--- src/design/dualPortRam.sv ---
`timescale 1ns/1ns

module dualPortRam #(
    parameter type payloadT = logic [7:0],
    parameter int  DEPTH    = 16
) (
    input  logic                     clkDS,
    input  logic [$clog2(DEPTH)-1:0] wrAddr_i,
    input  payloadT                  wrData_i,
    input  logic [$clog2(DEPTH)-1:0] rdAddr_i,
    output payloadT                  rdData_o
);

    payloadT mem [DEPTH];

    // Written every cycle, read data one cycle after the address
    always_ff @(posedge clkDS) begin
        mem[wrAddr_i] <= wrData_i;
        rdData_o      <= mem[rdAddr_i];
    end

endmodule

--- config.mk ---
export PLATFORM = sky130hd
export DESIGN_NAME = dualPortRam
export DESIGN_NICKNAME = d
export VERILOG_FILES = /design/src/design/dualPortRam.sv
export SDC_FILE = /design/constraint.sdc
export NUM_CORES = 1
export LEC_CHECK = 0
export BUFFER_PORTS_ARGS = -buffer_cell sky130_fd_sc_hd__clkbuf_2
export CAP_MARGIN = 20
export CORE_ASPECT_RATIO = 1.5
export CORE_MARGIN = 4
export CORE_UTILIZATION = 55
export CTS_CLUSTER_SIZE = 28
export DETAILED_ROUTE_END_ITERATION = 7
export PLACE_DENSITY = 0.83
export SLEW_MARGIN = 40
export SYNTH_ARGS = -nofsm -noshare
export SYNTH_HDL_FRONTEND = slang
export SYNTH_SLANG_ARGS = --single-unit
--- constraint.sdc ---
create_clock -name clkDS -period 1.6 [get_ports clkDS]
set_input_delay 0.08 -clock clkDS [delete_from_list [all_inputs] [get_ports clkDS]]
set_output_delay 0.08 -clock clkDS [all_outputs]
set_load 0.01 [all_outputs]
==> results.yml <==
run_status:
  status: "finished, final reports clean"
sta:
  worst_pin_slew_ns: 0.418
  finalMaxSlewViolations: 0
  layout_min_cycle_time_ns: 1.42
  setup_violations: 0
  timing.final.crit_share_pct: 88.8
  fin_setup_tns_ns: 0
  rsz0062_at_grt: "no"
  finClkSkew_ns: 0.00640
  slew_headroom_pct: 72.2
  max_freq_mhz: 704
  fin_ws_ns: 0.180
  final-hold-violation-count: 0
synth:
  seq_area_frac_synth_pct: 77.9
  syn_area_um2: 5140
  synth.distinct_cells: 17
  syn_avg_cell_area_um2: 22.5
  synth_top_area_share_pct: 74.8
  syn_inst: 228
  ys_ff_latch: 136
  yosys.area.top_type: "edfxtp_1"
  yosys_warnings: 0
  synth_area_leaders: "edfxtp_1, mux4_2, mux4_1, dfxtp_1, a22oi_1"
  syn_nets: 245
critical_path:
  cp_max_fo: 1
  crit_arrival_ns: 1.72
  critPathLaunchType: "flip-flop"
  rrSetupSlack_ns: 0.18
  reg2reg_from: "mem[2][2]"
  worst-setup-path-type: "reg -> reg"
  end_kind: "flip-flop"
  reg2reg_to: "rdData_o[2]"
  cp.required_ns: 1.89
  worstRegToRegCells: 3
global_routing:
  overflow: 0
  grt_pass1_vias: 2571
  grt_pass1_wl_mm: 15.8
  grt_max_degree: 20
  track_usage_pct: 20.7
  antenna_found_initial: 0
floorplanning:
  design.core.area_um2: 8990
  die_h_um: 126
  die_x_um: 86.9
  pin_count: 25
  dieArea_um2: 11000
  rows: 42
  initial_core_util_pct: 57.2
routing:
  first_iter_violations: 292
  wl_per_cell_um: 24.6
  num_vias: 2533
  viasPerCell: 6.18
  wl_mm: 10.1
  firstDrtPassIters: 5
  drc_errors: 0
  ant_nets: 0
placed_design:
  place_congestion: 0.779
  preCtsSetupSlack_ns: 0.109
  port_buffers: 24
  place_hpwl_mm: 6.36
clock_network:
  cts_tree: "built"
  cts_htree_levels: 4
  cts_inserted_buffers: 17
  clk_latency_ns: 0.41
  clock_sinks: 136
  cts_hold_buf: 0
  post_cts_buffers: 0
  cts_root_buf: "clkbuf_16"
  cts.path.max_buffers: 2
  cts.clk_slew.worst_paths_ns: 0.06
  cts_resized: 0
finish:
  syn2layout_area_growth_pct: 19.1
  final_common_cell: "edfxtp_1"
  n_antenna_cell: 0
  final_util_pct: 68.1
  nFillCells: 517
  fin_nets: 304
  drive_gt1_share_pct: 32.7
  final_cell_mix: "edfxtp_1, clkbuf_2, buf_4"
pwr:
  power_mw: 8.24
  vdd_ir_drop_max_mv: 0.962
  power_density_nw_per_um2: 1340
  p_leak_nw: 2.12
worst_hold_path:
  hp-class: "in -> reg"
  hold_depth: 1
  worstHoldStart: "wrData_i[6]"
  worst_hold_path.endpoint: "mem[1][6]"
run:
  maxCapViolCount: 0
logic make-up (layout without fill, tap and decap cells):
family | after synthesis | in the layout | share of synthesized area [%]
flip-flops | 136 | 136 | 77.9
buffers and inverters | 10 | 82 | 1.68
multiplexers | 32 | 32 | 15.0
AO/OA/AOI/OAI | 16 | 16 | 2.34
AND/OR/NAND/NOR | 34 | 34 | 3.04
layout make-up:
| cell class | count | area [µm²] | share of cell area, % |
|---|---|---|---|
| clock buffers | 18 | 429 | 7.01 |
| clock inverters | 14 | 150 | 2.45 |
| multi-input cells | 82 | 1050 | 17.1 |
| flip-flops and latches | 136 | 4000 | 65.4 |
| well taps | 110 | 138 | 2.25 |
| repair buffers | 50 | 353 | 5.76 |
cell usage after synthesis (all sizes together):
master         instances
clkdlybuf4s25          3
nor2b                  1
nor3                   6
buf                    7
dfxtp                  8
and2                   1
mux4                  32
nor4                   1
nand2b                 4
a22oi                 16
and2b                  1
nor2                  10
edfxtp               128
nand2                 10
registers in the layout, indices dropped and copies added (netlist names):
register / count
rdData_o: 8
mem: 128
power breakdown:
group          switching [mW]  internal [mW]  total (mW)
Sequential             0.0339           4.03        4.07
Clock                    1.44           2.30        3.74
Combinational           0.243          0.190       0.433
Total                    1.72           6.52        8.24
through the flow:
step	cells	cell area [µm²]	hold slack, ns
after detailed placement	378	5540	0.472
after global placement	378	5540	0.477
after CTS	410	6120	0.0756
after floorplan	228	5140	0.179
final	410	6120	0.0827
after global routing	410	6120	0.112
per-layer routing:
metal	up-vias	part of all wire (%)	track usage, %
li1	1091	-	-
met1	1305	38	26.7
met2	116	54	33.3
met3	21	6.3	5.58
met4	0	2.3	8.44
met5	-	0	0
worst max-delay path by stage:
| stage | startpoint | slack [ns] | to | depth (start not counted) |
|---|---|---|---|---|
| floorplan | wrAddr_i[0] | 0.20 | mem[0][0] | 1 |
| global placement | rdAddr_i[0] | 0.13 | rdData_o[4] | 5 |
| detailed placement | rdAddr_i[0] | 0.11 | rdData_o[4] | 5 |
| CTS | mem[1][2] | 0.18 | rdData_o[2] | 3 |
| global route | mem[1][2] | 0.12 | rdData_o[2] | 3 |
| finish | mem[2][2] | 0.18 | rdData_o[2] | 3 |
critical path, stage by stage (launching register included):
cell and delay (ns):
edfxtp_1 0.40, mux4_1 0.54, a22oi_1 0.28, nand2_1 0.09
Note: power is estimated with default switching activity, not from simulation.
