===== src/design/batch_consts.svh =====
`ifndef BATCH_CONSTS_SVH
`define BATCH_CONSTS_SVH

// Words per batch, one word per clkDS cycle
`define BATCH_DEPTH 8

// Bits per channel in each word
`define OSR 4

// Channel count, the coefficient tables cover up to four
`define N_CHAN 2

// Signed width of one real or imaginary part
`define DATA_W 18

// Fraction bits of the fixed point format
`define FRAC_W 12

// Width of a batch index
`define BATCH_W $clog2(`BATCH_DEPTH)

`endif

===== src/design/batchSchedPkg.sv =====
`include "batch_consts.svh"

package batchSchedPkg;

    // One of the four rotating sample slots
    typedef logic [1:0] slotT;

    typedef logic [`BATCH_W-1:0] batchIdxT;

    // Batch index above slot
    typedef logic [`BATCH_W+1:0] sampleIdxT;

    // Batch index above ping-pong bit
    typedef logic [`BATCH_W:0] resIdxT;

    typedef struct packed {
        sampleIdxT wr;
        sampleIdxT lhRd;
        sampleIdxT fwdRd;
        sampleIdxT bwdRd;
    } sampleAddrT;

    typedef struct packed {
        resIdxT wr;
        resIdxT fwdRd;
        resIdxT bwdRd;
    } resAddrT;

    typedef struct packed {
        sampleAddrT sampleAddr;
        resAddrT    resAddr;
        logic       lhRestart;
        logic       computeValid;
    } schedT;

endpackage


===== src/design/batchSchedule.sv =====
`timescale 1ns/1ns
`include "batch_consts.svh"

module batchSchedule (
    input  logic                 clkDS,
    input  logic                 rst,
    output batchSchedPkg::schedT sched_o
);
    import batchSchedPkg::*;

    localparam int STORE_CNT = 3 * `BATCH_DEPTH;
    // Memory read plus recursion plus weighting register
    localparam int RES_DLY = 3;

    batchIdxT fwdCnt;
    batchIdxT revCnt;
    slotT     wrSlot;
    slotT     lhSlot;
    slotT     idleSlot;
    slotT     cmpSlot;
    logic     batchEnd;

    batchIdxT fwdDly [RES_DLY];
    batchIdxT revDly [RES_DLY];
    logic     ppDly [RES_DLY];

    logic [$clog2(STORE_CNT+1)-1:0] storeCnt;
    logic lhRestart;
    logic computeValid;

    assign batchEnd = (fwdCnt == batchIdxT'(`BATCH_DEPTH - 1));

    // Batch counters and slot rotation, compute trails the write slot by three
    always_ff @(posedge clkDS) begin
        if (!rst) begin
            fwdCnt   <= '0;
            revCnt   <= batchIdxT'(`BATCH_DEPTH - 1);
            wrSlot   <= 2'd0;
            lhSlot   <= 2'd3;
            idleSlot <= 2'd2;
            cmpSlot  <= 2'd1;
        end else if (batchEnd) begin
            fwdCnt   <= '0;
            revCnt   <= batchIdxT'(`BATCH_DEPTH - 1);
            cmpSlot  <= idleSlot;
            idleSlot <= lhSlot;
            lhSlot   <= wrSlot;
            wrSlot   <= wrSlot + 2'd1;
        end else begin
            fwdCnt <= fwdCnt + 1'b1;
            revCnt <= revCnt - 1'b1;
        end
    end

    // Restart lands with the first reversed word out of the memory
    always_ff @(posedge clkDS) begin
        if (!rst) begin
            lhRestart    <= 1'b0;
            storeCnt     <= '0;
            computeValid <= 1'b0;
        end else begin
            lhRestart <= (fwdCnt == '0);
            if (storeCnt != STORE_CNT) begin
                storeCnt <= storeCnt + 1'b1;
            end
            computeValid <= (storeCnt == STORE_CNT);
        end
    end

    // Result addresses follow the channel outputs
    always_ff @(posedge clkDS) begin
        fwdDly[0] <= fwdCnt;
        revDly[0] <= revCnt;
        ppDly[0]  <= wrSlot[0];
        for (int s = 1; s < RES_DLY; s++) begin
            fwdDly[s] <= fwdDly[s-1];
            revDly[s] <= revDly[s-1];
            ppDly[s]  <= ppDly[s-1];
        end
    end

    always_comb begin
        sched_o.sampleAddr.wr    = {fwdCnt, wrSlot};
        sched_o.sampleAddr.lhRd  = {revCnt, lhSlot};
        sched_o.sampleAddr.fwdRd = {fwdCnt, cmpSlot};
        sched_o.sampleAddr.bwdRd = {revCnt, cmpSlot};
        sched_o.resAddr.wr       = {fwdDly[RES_DLY-1], ppDly[RES_DLY-1]};
        // Other ping-pong half holds the previous batch
        sched_o.resAddr.fwdRd    = {fwdDly[RES_DLY-1], ~ppDly[RES_DLY-1]};
        sched_o.resAddr.bwdRd    = {revDly[RES_DLY-1], ~ppDly[RES_DLY-1]};
        sched_o.lhRestart        = lhRestart;
        sched_o.computeValid     = computeValid;
    end

endmodule


===== config.mk =====
export PLATFORM = sky130hd
export DESIGN_NAME = batchSchedule
export DESIGN_NICKNAME = d
export VERILOG_FILES = /design/src/design/batchSchedPkg.sv /design/src/design/batchSchedule.sv
export VERILOG_INCLUDE_DIRS = /design/src /design/src/design
export SDC_FILE = /design/constraint.sdc
export NUM_CORES = 1
export LEC_CHECK = 0
export BUFFER_PORTS_ARGS = -buffer_cell sky130_fd_sc_hd__buf_2
export CORE_ASPECT_RATIO = 2
export CORE_MARGIN = 3
export CORE_UTILIZATION = 45
export CTS_CLUSTER_DIAMETER = 200
export DETAILED_ROUTE_END_ITERATION = 7
export GPL_ROUTABILITY_DRIVEN = 0
export PLACE_DENSITY = 0.72
export SLEW_MARGIN = 40
export SYNTH_ARGS = -nofsm -noshare
export SYNTH_HDL_FRONTEND = slang
export SYNTH_SLANG_ARGS = --single-unit

===== constraint.sdc =====
create_clock -name clkDS -period 1.4 [get_ports clkDS]
set_clock_uncertainty 0.2 [all_clocks]
set_input_delay 0.35 -clock clkDS [delete_from_list [all_inputs] [get_ports clkDS]]
set_output_delay 0.35 -clock clkDS [all_outputs]
set_load 0.05 [all_outputs]

==> run_summary.xml <==
<?xml version="1.0" encoding="UTF-8"?>
<metrics>
  <group name="die">
    <metric name="std_cell_rows" unit="">28</metric>
    <metric name="coreArea" unit="mm²">0.00298</metric>
    <metric name="floorplan.initialDensity" unit="%">47.6</metric>
    <metric name="num_io_pins" unit="">36</metric>
    <metric name="die_h" unit="µm">85.4</metric>
    <metric name="floorplan.die_area" unit="mm²">0.00390</metric>
    <metric name="die_width" unit="µm">45.7</metric>
  </group>
  <group name="cts">
    <metric name="clk_pin_slew" unit="ns">0.08</metric>
    <metric name="cts.sinks" unit="">42</metric>
    <metric name="cts_htree_levels" unit="">2</metric>
    <metric name="cts.root.buffer_cell" unit="">clkbuf_8</metric>
    <metric name="cts_tree" unit="">built</metric>
    <metric name="cts-buffers-inserted" unit="">5</metric>
    <metric name="worst_skew_pair.late_latency" unit="ns">0.29</metric>
    <metric name="clk_path_buf_depth" unit="">2</metric>
  </group>
  <group name="sta">
    <metric name="rsz0062_at_grt" unit="">true</metric>
    <metric name="setup_tns" unit="ns">-0.445</metric>
    <metric name="max_slew.worst_pin.slew" unit="ns">0.242</metric>
    <metric name="fmaxAchievable" unit="MHz">676</metric>
    <metric name="finalCritPeriodShare" unit="%">106</metric>
    <metric name="finalSetupViolations" unit="">10</metric>
    <metric name="timing_max_transition_violations_final" unit="">0</metric>
    <metric name="maxSlewHeadroom" unit="%">83.9</metric>
    <metric name="period_minus_slack" unit="ns">1.48</metric>
    <metric name="postLayoutSetupSlackWorst" unit="ns">-0.0801</metric>
    <metric name="timing.hold.ws" unit="ns">0.129</metric>
    <metric name="timing_hold_violations_final" unit="">0</metric>
  </group>
  <group name="synthesis">
    <metric name="post_synth_inst_count" unit="">124</metric>
    <metric name="combinational_family_with_the_most_area_after_synthesis" unit="">buffers and inverters</metric>
    <metric name="netlist_top_cells_count" unit="">dfxtp_1, buf_4, nand2_1</metric>
    <metric name="synth_area_in_simple_gates" unit="%">10.9</metric>
    <metric name="synth.top_cell.area_share" unit="%">59.3</metric>
    <metric name="ys_top_cells_by_area" unit="">dfxtp_1, buf_4, mux2i_1</metric>
    <metric name="synth_compound_area_share" unit="%">1.06</metric>
    <metric name="yosys-mux-area-fraction" unit="%">7.05</metric>
    <metric name="post_synthesis_share_of_cell_area_spent_on_full_adders_half_adders_and_majority_gates" unit="%">5.29</metric>
    <metric name="synth-warning-count" unit="">0</metric>
    <metric name="synth_top_flop_cell" unit="">dfxtp_1</metric>
    <metric name="post_synth_instance_area" unit="mm²">0.00142</metric>
    <metric name="yosysMostFrequentCell" unit="">dfxtp_1</metric>
    <metric name="ys_async_sr_fraction" unit="%">0</metric>
    <metric name="synth_cell_types" unit="">19</metric>
    <metric name="synth_top_area_cell" unit="">dfxtp_1</metric>
    <metric name="synth_edf_count" unit="">0</metric>
    <metric name="number_of_synthesized_register_bits" unit="">42</metric>
    <metric name="synthesized_area_per_cell" unit="µm²">11.4</metric>
    <metric name="post_synth_xor_area_fraction" unit="%">1.85</metric>
    <metric name="synth_sequential_area_ratio" unit="%">59.3</metric>
    <metric name="syn_nets" unit="">132</metric>
  </group>
  <group name="global_routing">
    <metric name="number_of_antenna_violations_at_the_first_check_in_global_routing" unit="">0</metric>
    <metric name="gr-max-usage-layer" unit="">met2</metric>
    <metric name="grt_first_pass_wirelength" unit="µm">4170</metric>
    <metric name="grt_pass1_vias" unit="">921</metric>
    <metric name="overflow" unit="">0</metric>
    <metric name="gr-usage-met2" unit="%">25.9</metric>
    <metric name="gr-usage-met1" unit="%">14.6</metric>
    <metric name="global_route.usage.total" unit="%">14.8</metric>
    <metric name="maximum_number_of_pins_on_one_net_before_global_route_repair" unit="">15</metric>
    <metric name="gr-usage-met3" unit="%">5.31</metric>
  </group>
  <group name="worst_setup_path">
    <metric name="path_depth" unit="">2</metric>
    <metric name="max_stage_delay" unit="ns">0.37</metric>
    <metric name="crit_path_cell_trace" unit="">buf_6 -&gt; buf_8</metric>
    <metric name="worstPathArrival" unit="ns">0.93</metric>
    <metric name="critPathCaptureType" unit="">primary output</metric>
    <metric name="worstPathBufferInverterCount" unit="">2</metric>
    <metric name="worstSetupStartpointType" unit="">register</metric>
    <metric name="cp-startpoint" unit="">fwdCnt[1]</metric>
    <metric name="critPathSlowestCell" unit="">dfxtp_4</metric>
    <metric name="setup.reg_to_reg.worst_slack" unit="ns">0</metric>
    <metric name="crit_family" unit="">flip-flops</metric>
    <metric name="worst_setup_path_endpoint" unit="">sched_o[22]</metric>
    <metric name="r2r.worst_path.cells" unit="">4</metric>
    <metric name="timing.critical_path.fanout_max" unit="">3</metric>
    <metric name="worstReg2RegEnd" unit="">fwdCnt[1]</metric>
    <metric name="timing.rr.start" unit="">fwdCnt[1]</metric>
    <metric name="required" unit="ns">0.85</metric>
    <metric name="path_class" unit="">reg -&gt; out</metric>
  </group>
  <group name="run_status">
    <metric name="violations" unit="">negative setup slack</metric>
    <metric name="outcome" unit="">finished, violations left</metric>
  </group>
  <group name="layout">
    <metric name="drive_above_1_share" unit="%">51.0</metric>
    <metric name="fin_nets" unit="">162</metric>
    <metric name="n_antenna_cell" unit="">0</metric>
    <metric name="layout-area-overhead-vs-synth" unit="%">39.3</metric>
  </group>
  <group name="detailed_routing">
    <metric name="antenna_left" unit="">0</metric>
    <metric name="vias" unit="">876</metric>
    <metric name="routed_wire_length_per_instance" unit="µm">13.6</metric>
    <metric name="drt_iter0_markers" unit="">14</metric>
    <metric name="route.detailed.drc" unit="">0</metric>
    <metric name="drt_pass1_iterations" unit="">3</metric>
    <metric name="drt-vias-per-instance" unit="">4.74</metric>
    <metric name="route.final.wire_length" unit="µm">2510</metric>
  </group>
  <group name="pwr">
    <metric name="power.static_leakage" unit="nW">0.867</metric>
    <metric name="vdd_ir_drop_max" unit="mV">1.07</metric>
    <metric name="power.density" unit="mW/mm²">1340</metric>
  </group>
  <group name="job">
    <metric name="max_cap_violations" unit="">0</metric>
  </group>
  <group name="place">
    <metric name="io_buffers" unit="">35</metric>
  </group>
  <group name="min_path">
    <metric name="hold_start" unit="">fwdDly[0][0]</metric>
    <metric name="worstHoldPathType" unit="">reg -&gt; reg</metric>
  </group>
</metrics>
[cells by family after synthesis]
group,count (synthesis)
AO/OA/AOI/OAI,2
XOR/XNOR,3
flip-flops,42
buffers and inverters,31
AND/OR/NAND/NOR,30
multiplexers,10
adder cells (fa/ha/maj),6
[state kept, by name, summed over array words and instances, names as in the netlist]
register      cells
revDly            9
ppDly             3
lhRestart         1
lhSlot            2
fwdCnt            3
cmpSlot           2
wrSlot            2
idleSlot          2
revCnt            3
fwdDly            9
storeCnt          5
computeValid      1
[layer usage]
| layer | vias to the layer above | share of wire [%] |
|---|---|---|
| li1 | 425 | - |
| met1 | 415 | 33 |
| met2 | 29 | 58 |
| met3 | 7 | 6.6 |
| met4 | 0 | 2.2 |
| met5 | - | 0 |
[stage by stage]
step / setup slack (ns) / instance area, µm² / instances / total power [W] / utilization (%)
6_report: -0.0801 / 1980 / 185 / 0.00265 / 66.4
3_3_place_gp: 0.00514 / 1540 / 171 / 0.00167 / 51.6
5_1_grt: -0.106 / 1980 / 185 / 0.00275 / 66.4
2_1_floorplan: -0.00869 / 1480 / 124 / 0.00165 / -
4_1_cts: -0.0848 / 1870 / 184 / 0.00263 / 62.7
3_5_place_dp: -0.0192 / 1540 / 171 / 0.00169 / 51.6
[cell usage in the layout (no fill, tap or decap), types with 2 or more instances in the layout]
master | netlist | routed
buf_8 | 0 | 12
and2_1 | 3 | 2
buf_4 | 22 | 11
nor2_1 | 4 | 4
dfxtp_1 | 42 | 27
mux2i_1 | 10 | 9
xnor2_1 | 3 | 3
inv_1 | 8 | 7
buf_6 | 1 | 22
clkinvlp_4 | 0 | 2
ha_1 | 6 | 4
ha_4 | 0 | 2
clkbuf_8 | 0 | 5
nand2_1 | 13 | 13
nand2b_1 | 3 | 3
nand3_1 | 2 | 2
dfxtp_2 | 0 | 9
dfxtp_4 | 0 | 6
[cell type report]
class                   count  area [µm²]
fillers                   215        1000
inverters                   8        33.8
repair buffers             46         515
multi-input cells          51         408
clock inverters             2        13.8
flip-flops and latches     42         875
clock buffers               6        93.8
well taps                  30        37.5
[timing repair]
action,in CTS,in global routing
resized for setup,62,32
endpoints found under the setup margin,37,38
hold buffers,0,0
pin swaps,0,5
setup buffers,5,1
[worst min-delay path by stage]
| stage | end | slack, ns | depth (start not counted) |
|---|---|---|---|
| floorplan | ppDly[0][2] | 0.11 | 0 |
| global placement | fwdDly[0][8] | 0.11 | 0 |
| detailed placement | fwdDly[0][5] | 0.11 | 0 |
| CTS | lhRestart | 0.12 | 3 |
| global route | fwdDly[0][3] | 0.14 | 0 |
| finish | fwdDly[0][3] | 0.13 | 0 |
[power breakdown]
part / total (W) / switching, W / internal, W
logic: 0.000461 / 0.000280 / 0.000181
registers: 0.00132 / 0.0000496 / 0.00127
clock network: 0.000873 / 0.000413 / 0.000460
total: 0.00265 / 0.000743 / 0.00191
No activity file was read; power rests on OpenSTA's default activity.
