`config.mk`:
```
export PLATFORM = sky130hd
export DESIGN_NAME = channelPath
export DESIGN_NICKNAME = d
export VERILOG_FILES = /design/src/design/batchDataPkg.sv /design/src/design/channelPath.sv /design/src/design/complexRecursion.sv /design/src/design/bitLut.sv
export VERILOG_INCLUDE_DIRS = /design/src /design/src/design
export SDC_FILE = /design/constraint.sdc
export NUM_CORES = 2
export LEC_CHECK = 0
export BUFFER_PORTS_ARGS = -buffer_cell sky130_fd_sc_hd__clkbuf_2
export CORE_MARGIN = 3
export CORE_UTILIZATION = 44
export DETAILED_ROUTE_END_ITERATION = 8
export PLACE_DENSITY_LB_ADDON = 0.3
export SYNTH_ARGS = -nofsm -noshare
export SYNTH_HDL_FRONTEND = slang
export SYNTH_SLANG_ARGS = --single-unit
export TNS_END_PERCENT = 1
```
`constraint.sdc`:
```
create_clock -name clkDS -period 9.2 [get_ports clkDS]
set_input_delay 0.46 -clock clkDS [delete_from_list [all_inputs] [get_ports clkDS]]
set_output_delay 0.46 -clock clkDS [all_outputs]
set_load 0.1 [all_outputs]
```
`src/design/batch_consts.svh`:
```
`ifndef BATCH_CONSTS_SVH
`define BATCH_CONSTS_SVH

// Words per batch, one word per clkDS cycle
`define BATCH_DEPTH 8

// Bits per channel in each word
`define OSR 4

// Channel count, the coefficient tables cover up to four
`define N_CHAN 2

// Signed width of one real or imaginary part
`define DATA_W 18

// Fraction bits of the fixed point format
`define FRAC_W 12

// Width of a batch index
`define BATCH_W $clog2(`BATCH_DEPTH)

`endif
```
`src/design/batchDataPkg.sv`:
```
`include "batch_consts.svh"

package batchDataPkg;

    localparam int MAX_CHAN = 4;

    // Bit 0 of a channel is the oldest bit
    typedef logic [`N_CHAN-1:0][`OSR-1:0] sampleWordT;

    typedef logic signed [`DATA_W-1:0] partT;

    typedef struct packed {
        partT re;
        partT im;
    } cplxT;

    typedef logic signed [`DATA_W+3:0] resultT;

    // Fixed point constant from thousandths
    function automatic partT fix(int milli);
        return partT'((milli * (1 << `FRAC_W)) / 1000);
    endfunction

    // Product truncated back to FRAC_W fraction bits
    function automatic partT mulTrunc(partT a, partT b);
        logic signed [2*`DATA_W-1:0] prod;
        prod = a * b;
        return partT'(prod >>> `FRAC_W);
    endfunction

    function automatic cplxT cmul(cplxT a, cplxT b);
        cplxT r;
        r.re = mulTrunc(a.re, b.re) - mulTrunc(a.im, b.im);
        r.im = mulTrunc(a.re, b.im) + mulTrunc(a.im, b.re);
        return r;
    endfunction

    // Recursion factors already raised to OSR
    localparam cplxT lfPow [MAX_CHAN] = '{'{fix(781), fix(317)}, '{fix(708), fix(-439)},
                                          '{fix(854), fix(146)}, '{fix(635), fix(537)}};
    localparam cplxT lbPow [MAX_CHAN] = '{'{fix(732), fix(-366)}, '{fix(806), fix(220)},
                                          '{fix(830), fix(-171)}, '{fix(659), fix(513)}};

    // Output weights
    localparam cplxT wf [MAX_CHAN] = '{'{fix(102), fix(-29)}, '{fix(-63), fix(73)},
                                       '{fix(88), fix(41)}, '{fix(-47), fix(-66)}};
    localparam cplxT wb [MAX_CHAN] = '{'{fix(95), fix(34)}, '{fix(-71), fix(-52)},
                                       '{fix(60), fix(-80)}, '{fix(77), fix(45)}};

    // Base bit weights per direction
    localparam cplxT ffBase [MAX_CHAN] = '{'{fix(412), fix(156)}, '{fix(367), fix(-203)},
                                           '{fix(455), fix(88)}, '{fix(298), fix(251)}};
    localparam cplxT fbBase [MAX_CHAN] = '{'{fix(389), fix(-172)}, '{fix(421), fix(119)},
                                           '{fix(350), fix(-95)}, '{fix(310), fix(240)}};

    // dir 0 is forward, 1 is backward; a higher index gets a larger share of the base
    function automatic cplxT bitWeight(int ch, logic dir, int idx);
        cplxT base;
        cplxT w;
        base = dir ? fbBase[ch % MAX_CHAN] : ffBase[ch % MAX_CHAN];
        w.re = partT'((int'(base.re) * (idx + 1)) / `OSR);
        w.im = partT'((int'(base.im) * (idx + 1)) / `OSR);
        return w;
    endfunction

endpackage

```
`src/design/channelPath.sv`:
```
`timescale 1ns/1ns
`include "batch_consts.svh"

module channelPath #(
    parameter int CHAN = 0
) (
    input  logic                 clkDS,
    input  logic                 rst,
    input  logic [`OSR-1:0]      lhBits_i,
    input  logic [`OSR-1:0]      fwdBits_i,
    input  logic [`OSR-1:0]      bwdBits_i,
    input  logic                 lhRestart_i,
    input  logic                 computeValid_i,
    output batchDataPkg::resultT fwdRe_o,
    output batchDataPkg::resultT bwdRe_o
);
    import batchDataPkg::*;

    logic [`OSR-1:0] lhRev;
    logic [`OSR-1:0] bwdRev;
    logic [`OSR-1:0] fwdSel;
    cplxT fwdW [`OSR];
    cplxT bwdW [`OSR];
    cplxT lhIn;
    cplxT fwdIn;
    cplxT bwdIn;
    cplxT lhState;
    cplxT fwdState;
    cplxT bwdState;
    cplxT fwdWeighted;
    cplxT bwdWeighted;

    // Reversed words put the newest bit first
    for (genvar i = 0; i < `OSR; i++) begin : bitGen
        assign lhRev[i]  = lhBits_i[`OSR-1-i];
        assign bwdRev[i] = bwdBits_i[`OSR-1-i];
        assign fwdW[i]   = bitWeight(CHAN, 1'b0, i);
        assign bwdW[i]   = bitWeight(CHAN, 1'b1, i);
    end

    // Memory holds no valid batch yet
    assign fwdSel = computeValid_i ? fwdBits_i : '0;

    bitLut lhLut  (.bits_i(lhRev),  .weights_i(bwdW), .sum_o(lhIn));
    bitLut fwdLut (.bits_i(fwdSel), .weights_i(fwdW), .sum_o(fwdIn));
    bitLut bwdLut (.bits_i(bwdRev), .weights_i(bwdW), .sum_o(bwdIn));

    // Lookahead starts over from zero for each batch
    complexRecursion lhRec (
        .clkDS(clkDS), .rst(rst), .load_i(lhRestart_i), .start_i('0),
        .factor_i(lbPow[CHAN]), .in_i(lhIn), .state_o(lhState)
    );

    // Forward runs from reset without restarts
    complexRecursion fwdRec (
        .clkDS(clkDS), .rst(rst), .load_i(1'b0), .start_i('0),
        .factor_i(lfPow[CHAN]), .in_i(fwdIn), .state_o(fwdState)
    );

    // Backward takes over the finished lookahead of the following batch
    complexRecursion bwdRec (
        .clkDS(clkDS), .rst(rst), .load_i(lhRestart_i), .start_i(lhState),
        .factor_i(lbPow[CHAN]), .in_i(bwdIn), .state_o(bwdState)
    );

    assign fwdWeighted = cmul(wf[CHAN], fwdState);
    assign bwdWeighted = cmul(wb[CHAN], bwdState);

    // Real parts only
    always_ff @(posedge clkDS) begin
        fwdRe_o <= resultT'(fwdWeighted.re);
        bwdRe_o <= resultT'(bwdWeighted.re);
    end

endmodule

```
`src/design/complexRecursion.sv`:
```
`timescale 1ns/1ns

module complexRecursion (
    input  logic               clkDS,
    input  logic               rst,
    input  logic               load_i,
    input  batchDataPkg::cplxT start_i,
    input  batchDataPkg::cplxT factor_i,
    input  batchDataPkg::cplxT in_i,
    output batchDataPkg::cplxT state_o
);
    import batchDataPkg::*;

    cplxT base;
    cplxT nextState;

    // Start value on load, decayed state otherwise
    assign base = load_i ? start_i : cmul(factor_i, state_o);

    assign nextState.re = base.re + in_i.re;
    assign nextState.im = base.im + in_i.im;

    always_ff @(posedge clkDS) begin
        if (!rst) begin
            state_o <= '0;
        end else begin
            state_o <= nextState;
        end
    end

endmodule

```
`src/design/bitLut.sv`:
```
`timescale 1ns/1ns
`include "batch_consts.svh"

module bitLut (
    input  logic [`OSR-1:0]    bits_i,
    input  batchDataPkg::cplxT weights_i [`OSR],
    output batchDataPkg::cplxT sum_o
);
    import batchDataPkg::*;

    cplxT acc;

    // Sum of the weights of all set bits
    always_comb begin
        acc = '0;
        for (int i = 0; i < `OSR; i++) begin
            if (bits_i[i]) begin
                acc.re = acc.re + weights_i[i].re;
                acc.im = acc.im + weights_i[i].im;
            end
        end
    end

    assign sum_o = acc;

endmodule

```
==> impl_results.html <==
<table>
<tr><th>Metric</th><th>Value</th></tr>
<tr><th colspan="2">STA</th></tr>
<tr><td>Number of setup violations in the final report</td><td>0</td></tr>
<tr><td>Fin Clk Skew</td><td>21.8 ps</td></tr>
<tr><td>Total negative slack</td><td>0 ps</td></tr>
<tr><td>Relative slew slack</td><td>between 40% and 50%</td></tr>
<tr><td>Final-report max-slew violation count</td><td>0</td></tr>
<tr><td>Count of final hold-check violations</td><td>0</td></tr>
<tr><td>Max Clock Freq</td><td>0.115 GHz</td></tr>
<tr><td>Time the worst path needs with I/O delays and setup</td><td>8690 ps</td></tr>
<tr><td>Slew @ Worst Pin</td><td>759 ps</td></tr>
<tr><td>RSZ-0062 raised after global routing</td><td>false</td></tr>
<tr><td>Fin crit share</td><td>a little over nine tenths</td></tr>
<tr><td>Tightest hold margin</td><td>505 ps</td></tr>
<tr><th colspan="2">Setup path</th></tr>
<tr><td>Critical Path Start Type</td><td>flip-flop</td></tr>
<tr><td>Setup Crit Path Kind</td><td>flip-flop to flip-flop</td></tr>
<tr><td>R2r setup slk</td><td>between 500 and 600 ps</td></tr>
<tr><td>Critical-path cell with the highest stage delay</td><td>sky130_fd_sc_hd__a2111oi_0</td></tr>
<tr><td>Startpoint of the most critical register-to-register path</td><td>bwdRec.state_o[8]$_SDFF_PN0_</td></tr>
<tr><td>Cell repeated most along the worst path</td><td>sky130_fd_sc_hd__ha_1</td></tr>
<tr><td>Launch point of the worst path</td><td>bwdRec.state_o[8]$_SDFF_PN0_</td></tr>
<tr><td>Worst endpoint data arrival time</td><td>9130 ps</td></tr>
<tr><td>WP data required</td><td>9640 ps</td></tr>
<tr><td>Maximum fanout count along the critical path</td><td>5</td></tr>
<tr><td>Maximum single-stage delay on the critical path</td><td>650 ps</td></tr>
<tr><td>Type of element capturing the critical path</td><td>flip-flop</td></tr>
<tr><th colspan="2">Clock network</th></tr>
<tr><td>Total number of H-tree levels</td><td>4</td></tr>
<tr><td>Clock slew at reported path FFs</td><td>90 ps</td></tr>
<tr><td>TritonCTS clock tree</td><td>built</td></tr>
<tr><td>Clock latency of the later-clocked register in the worst-skew pair</td><td>550 ps</td></tr>
<tr><td>Count of hold buffers inserted by post-cts repair</td><td>0</td></tr>
<tr><td>Root buffer selected by CTS</td><td>sky130_fd_sc_hd__clkbuf_16</td></tr>
<tr><td>Number of buffers created by CTS</td><td>17</td></tr>
<tr><td>Longest Clk Path Bufs</td><td>2</td></tr>
<tr><td>CTS Sinks</td><td>142</td></tr>
<tr><th colspan="2">Die</th></tr>
<tr><td>Die boundary height</td><td>394 um</td></tr>
<tr><td>Core area</td><td>149000 um2</td></tr>
<tr><td>Boundary pin count</td><td>60</td></tr>
<tr><td>Die width</td><td>just under 400 um</td></tr>
<tr><td>Die Outline Area</td><td>155000 um2</td></tr>
<tr><td>Initial core utilization</td><td>44.6%</td></tr>
<tr><td>Number of placement rows</td><td>141</td></tr>
<tr><th colspan="2">Synth</th></tr>
<tr><td>Post-synthesis cell area</td><td>66200 um2</td></tr>
<tr><td>Largest area contributor in the netlist</td><td>sky130_fd_sc_hd__ha_1</td></tr>
<tr><td>Number of distinct library cells after synthesis</td><td>88</td></tr>
<tr><td>Post-synthesis sequential area ratio</td><td>4.29%</td></tr>
<tr><td>Most used flip-flop cell after synthesis</td><td>sky130_fd_sc_hd__dfxtp_1</td></tr>
<tr><td>Post-synth net total</td><td>approximately 10k</td></tr>
<tr><td>Fraction of synthesis flops using an asynchronous set or reset pin</td><td>0%</td></tr>
<tr><td>Number of flops mapped to enable cells by yosys</td><td>0</td></tr>
<tr><td>Post-synthesis sequential element count</td><td>142</td></tr>
<tr><td>Cell types with the largest area share after synthesis</td><td>sky130_fd_sc_hd__ha_1 (30%), sky130_fd_sc_hd__fa_1 (29%), sky130_fd_sc_hd__inv_1 (11%)</td></tr>
<tr><td>Fraction of post-synthesis cell area in the top cell type by area</td><td>30.2%</td></tr>
<tr><td>Average instance area after synthesis</td><td>8.95 um2</td></tr>
<tr><td>Count of yosys warnings during synthesis</td><td>0</td></tr>
<tr><td>Cells after Synth</td><td>approximately 7.4k</td></tr>
<tr><th colspan="2">Routing</th></tr>
<tr><td>Detailed Route WL</td><td>156000 um</td></tr>
<tr><td>Post-route DRC</td><td>0</td></tr>
<tr><td>Total routed wire length on the met1 layer</td><td>72700 um</td></tr>
<tr><td>Highest metal used</td><td>met5</td></tr>
<tr><td>Remaining antenna violation count</td><td>0</td></tr>
<tr><td>Vias</td><td>48.1k</td></tr>
<tr><td>Met2 wire length</td><td>73400 um</td></tr>
<tr><td>Number of vias per cell after detailed routing</td><td>5.04</td></tr>
<tr><td>Number of search-and-repair iterations in the first detailed-routing pass</td><td>8</td></tr>
<tr><td>Detail-routed net length per standard cell</td><td>16.4 um</td></tr>
<tr><td>DRC violation total after the first TritonRoute iteration</td><td>~2.4k</td></tr>
<tr><td>Met3 Wirelength</td><td>6000 um</td></tr>
<tr><th colspan="2">Layout</th></tr>
<tr><td>Final non-filler cell area</td><td>70200 um2</td></tr>
<tr><td>Commonest cells after routing, fill and taps aside</td><td>sky130_fd_sc_hd__inv_1 (1998), sky130_fd_sc_hd__ha_1 (1598), sky130_fd_sc_hd__fa_1 (944)</td></tr>
<tr><td>Leading cell type in the layout, fill and taps excluded</td><td>sky130_fd_sc_hd__inv_1</td></tr>
<tr><td>Fraction of final layout cells with drive strength greater than 1</td><td>approximately 4.1%</td></tr>
<tr><td>Final #Nets</td><td>10.1k</td></tr>
<tr><td>Layout Area Growth over Synthesis</td><td>5.97%</td></tr>
<tr><td>Final Non-Filler Cells</td><td>around 9.5k</td></tr>
<tr><td>Number of filler instances in the final layout</td><td>roughly 14k</td></tr>
<tr><th colspan="2">GRT</th></tr>
<tr><td>Total congestion overflow after global routing</td><td>0</td></tr>
<tr><td>Antenna violations before repair</td><td>6</td></tr>
<tr><td>Maximum number of pins on one net before global-route repair</td><td>54</td></tr>
<tr><td>First-pass GRT wire length</td><td>~260000 um</td></tr>
<tr><td>Tot GR Track Use</td><td>20.7%</td></tr>
<tr><td>Vias in the first global route</td><td>50.3k</td></tr>
<tr><th colspan="2">Placed design</th></tr>
<tr><td>HPWL after detailed placement</td><td>138000 um</td></tr>
<tr><td>Placed Cells</td><td>roughly 9.5k</td></tr>
<tr><td>Placed inst area</td><td>around 70000 um2</td></tr>
<tr><td>Number of buffers inserted by port buffering</td><td>59</td></tr>
<tr><td>Weighted congestion at the end of routability-driven global placement</td><td>0.961</td></tr>
<tr><th colspan="2">Flow run</th></tr>
<tr><td>Max-cap violations</td><td>0</td></tr>
<tr><th colspan="2">Worst hold path</th></tr>
<tr><td>Worst min path class</td><td>input pin to flip-flop</td></tr>
<tr><td>Critical hold path startpoint</td><td>lhRestart_i</td></tr>
<tr><th colspan="2">Status</th></tr>
<tr><td>Result of the run</td><td>completed</td></tr>
</table>
## kinds of logic (layout without fill, tap and decap cells)
| group | after synthesis | count (layout) | share of synthesized area, % |
|---|---|---|---|
| adder cells (fa/ha/maj) | 2542 | 2542 | 58.7 |
| buffers and inverters | 2063 | 2194 | 11.8 |
| AND/OR/NAND/NOR | 1151 | 1151 | 8.39 |
| AO/OA/AOI/OAI | 948 | 948 | 9.32 |
| XOR/XNOR | 508 | 508 | 6.80 |
| flip-flops | 142 | 142 | 4.29 |
| multiplexers | 44 | 44 | 0.707 |
| other | 0 | 3 | 0 |
## layout make-up
cell class / count / area, um2 / share of cell area (%)
sequential: 142 / 2860 / 4.07
inverter: 2003 / 7520 / 10.7
timing repair buffer: 159 / 1050 / 1.49
tap: 2002 / 2500 / 3.57
multi-input combinational: 5193 / 55600 / 79.3
antenna: 3 / 7.51 / 0.0107
clock inverter: 15 / 190 / 0.271
clock buffer: 17 / 425 / 0.606
## stage by stage
step	util [%]	setup WS (ps)
global route	47.2	9.18
CTS	47.2	290
finish	47.2	506
floorplan	-	966
global placement	46.8	405
detailed placement	46.8	346
## routing by layer
layer,GRT usage (%),up-vias
met5,0,-
met4,5.27,2
met3,2.09,145
met2,34.9,697
met1,28.5,23500
li1,-,23700
## path summary, 6_finish.rpt
kind	endpoint	cells after the start
max reg2reg	bwdRec.state_o[35]$_SDFF_PN0_	36
max	bwdRec.state_o[35]$_SDFF_PN0_	36
min	lhRec.state_o[17]$_SDFF_PN0_	3
min reg2reg	bwdRec.state_o[0]$_SDFF_PN0_	2
## repair_timing
item                       CTS  global route
gates resized for setup      0            13
setup endpoints to repair    0             5
buffers inserted             0             1
## cells in the mapped netlist, types with 25 or more instances
library cell,count
sky130_fd_sc_hd__dfxtp_1,142
sky130_fd_sc_hd__nor3_1,129
sky130_fd_sc_hd__nor2_1,343
sky130_fd_sc_hd__xnor2_1,355
sky130_fd_sc_hd__o21a_1,77
sky130_fd_sc_hd__a31oi_1,31
sky130_fd_sc_hd__clkbuf_1,36
sky130_fd_sc_hd__nand3_1,81
sky130_fd_sc_hd__a21oi_1,255
sky130_fd_sc_hd__o21bai_1,33
sky130_fd_sc_hd__fa_1,944
sky130_fd_sc_hd__a21o_1,102
sky130_fd_sc_hd__or3_1,31
sky130_fd_sc_hd__nand2_1,251
sky130_fd_sc_hd__and2_1,37
sky130_fd_sc_hd__a211oi_1,32
sky130_fd_sc_hd__ha_1,1598
sky130_fd_sc_hd__xor2_1,149
sky130_fd_sc_hd__nand2b_1,45
sky130_fd_sc_hd__and3_1,44
sky130_fd_sc_hd__inv_1,1999
sky130_fd_sc_hd__o21ai_0,203
sky130_fd_sc_hd__nor2b_1,62
sky130_fd_sc_hd__or2_2,47
sky130_fd_sc_hd__o31ai_1,25
## registers in the layout, summed over array words and instances, names as in the netlist
register,cells
bwdRe_o,17
fwdRe_o,17
lhRec.state_o,36
fwdRec.state_o,36
bwdRec.state_o,36
## worst max-delay path: cells and delay by family, from the launching register on
kind,cells,cell delay (ps)
AO/OA/AOI/OAI,12,2930
adder cells (fa/ha/maj),8,2840
AND/OR/NAND/NOR,9,1230
XOR/XNOR,2,620
flip-flops,1,450
buffers and inverters,4,280
multiplexers,1,250
Power is left out: the tool's default activity adds up to more than one toggle a clock period on the data nets, which glitch-free logic cannot reach.
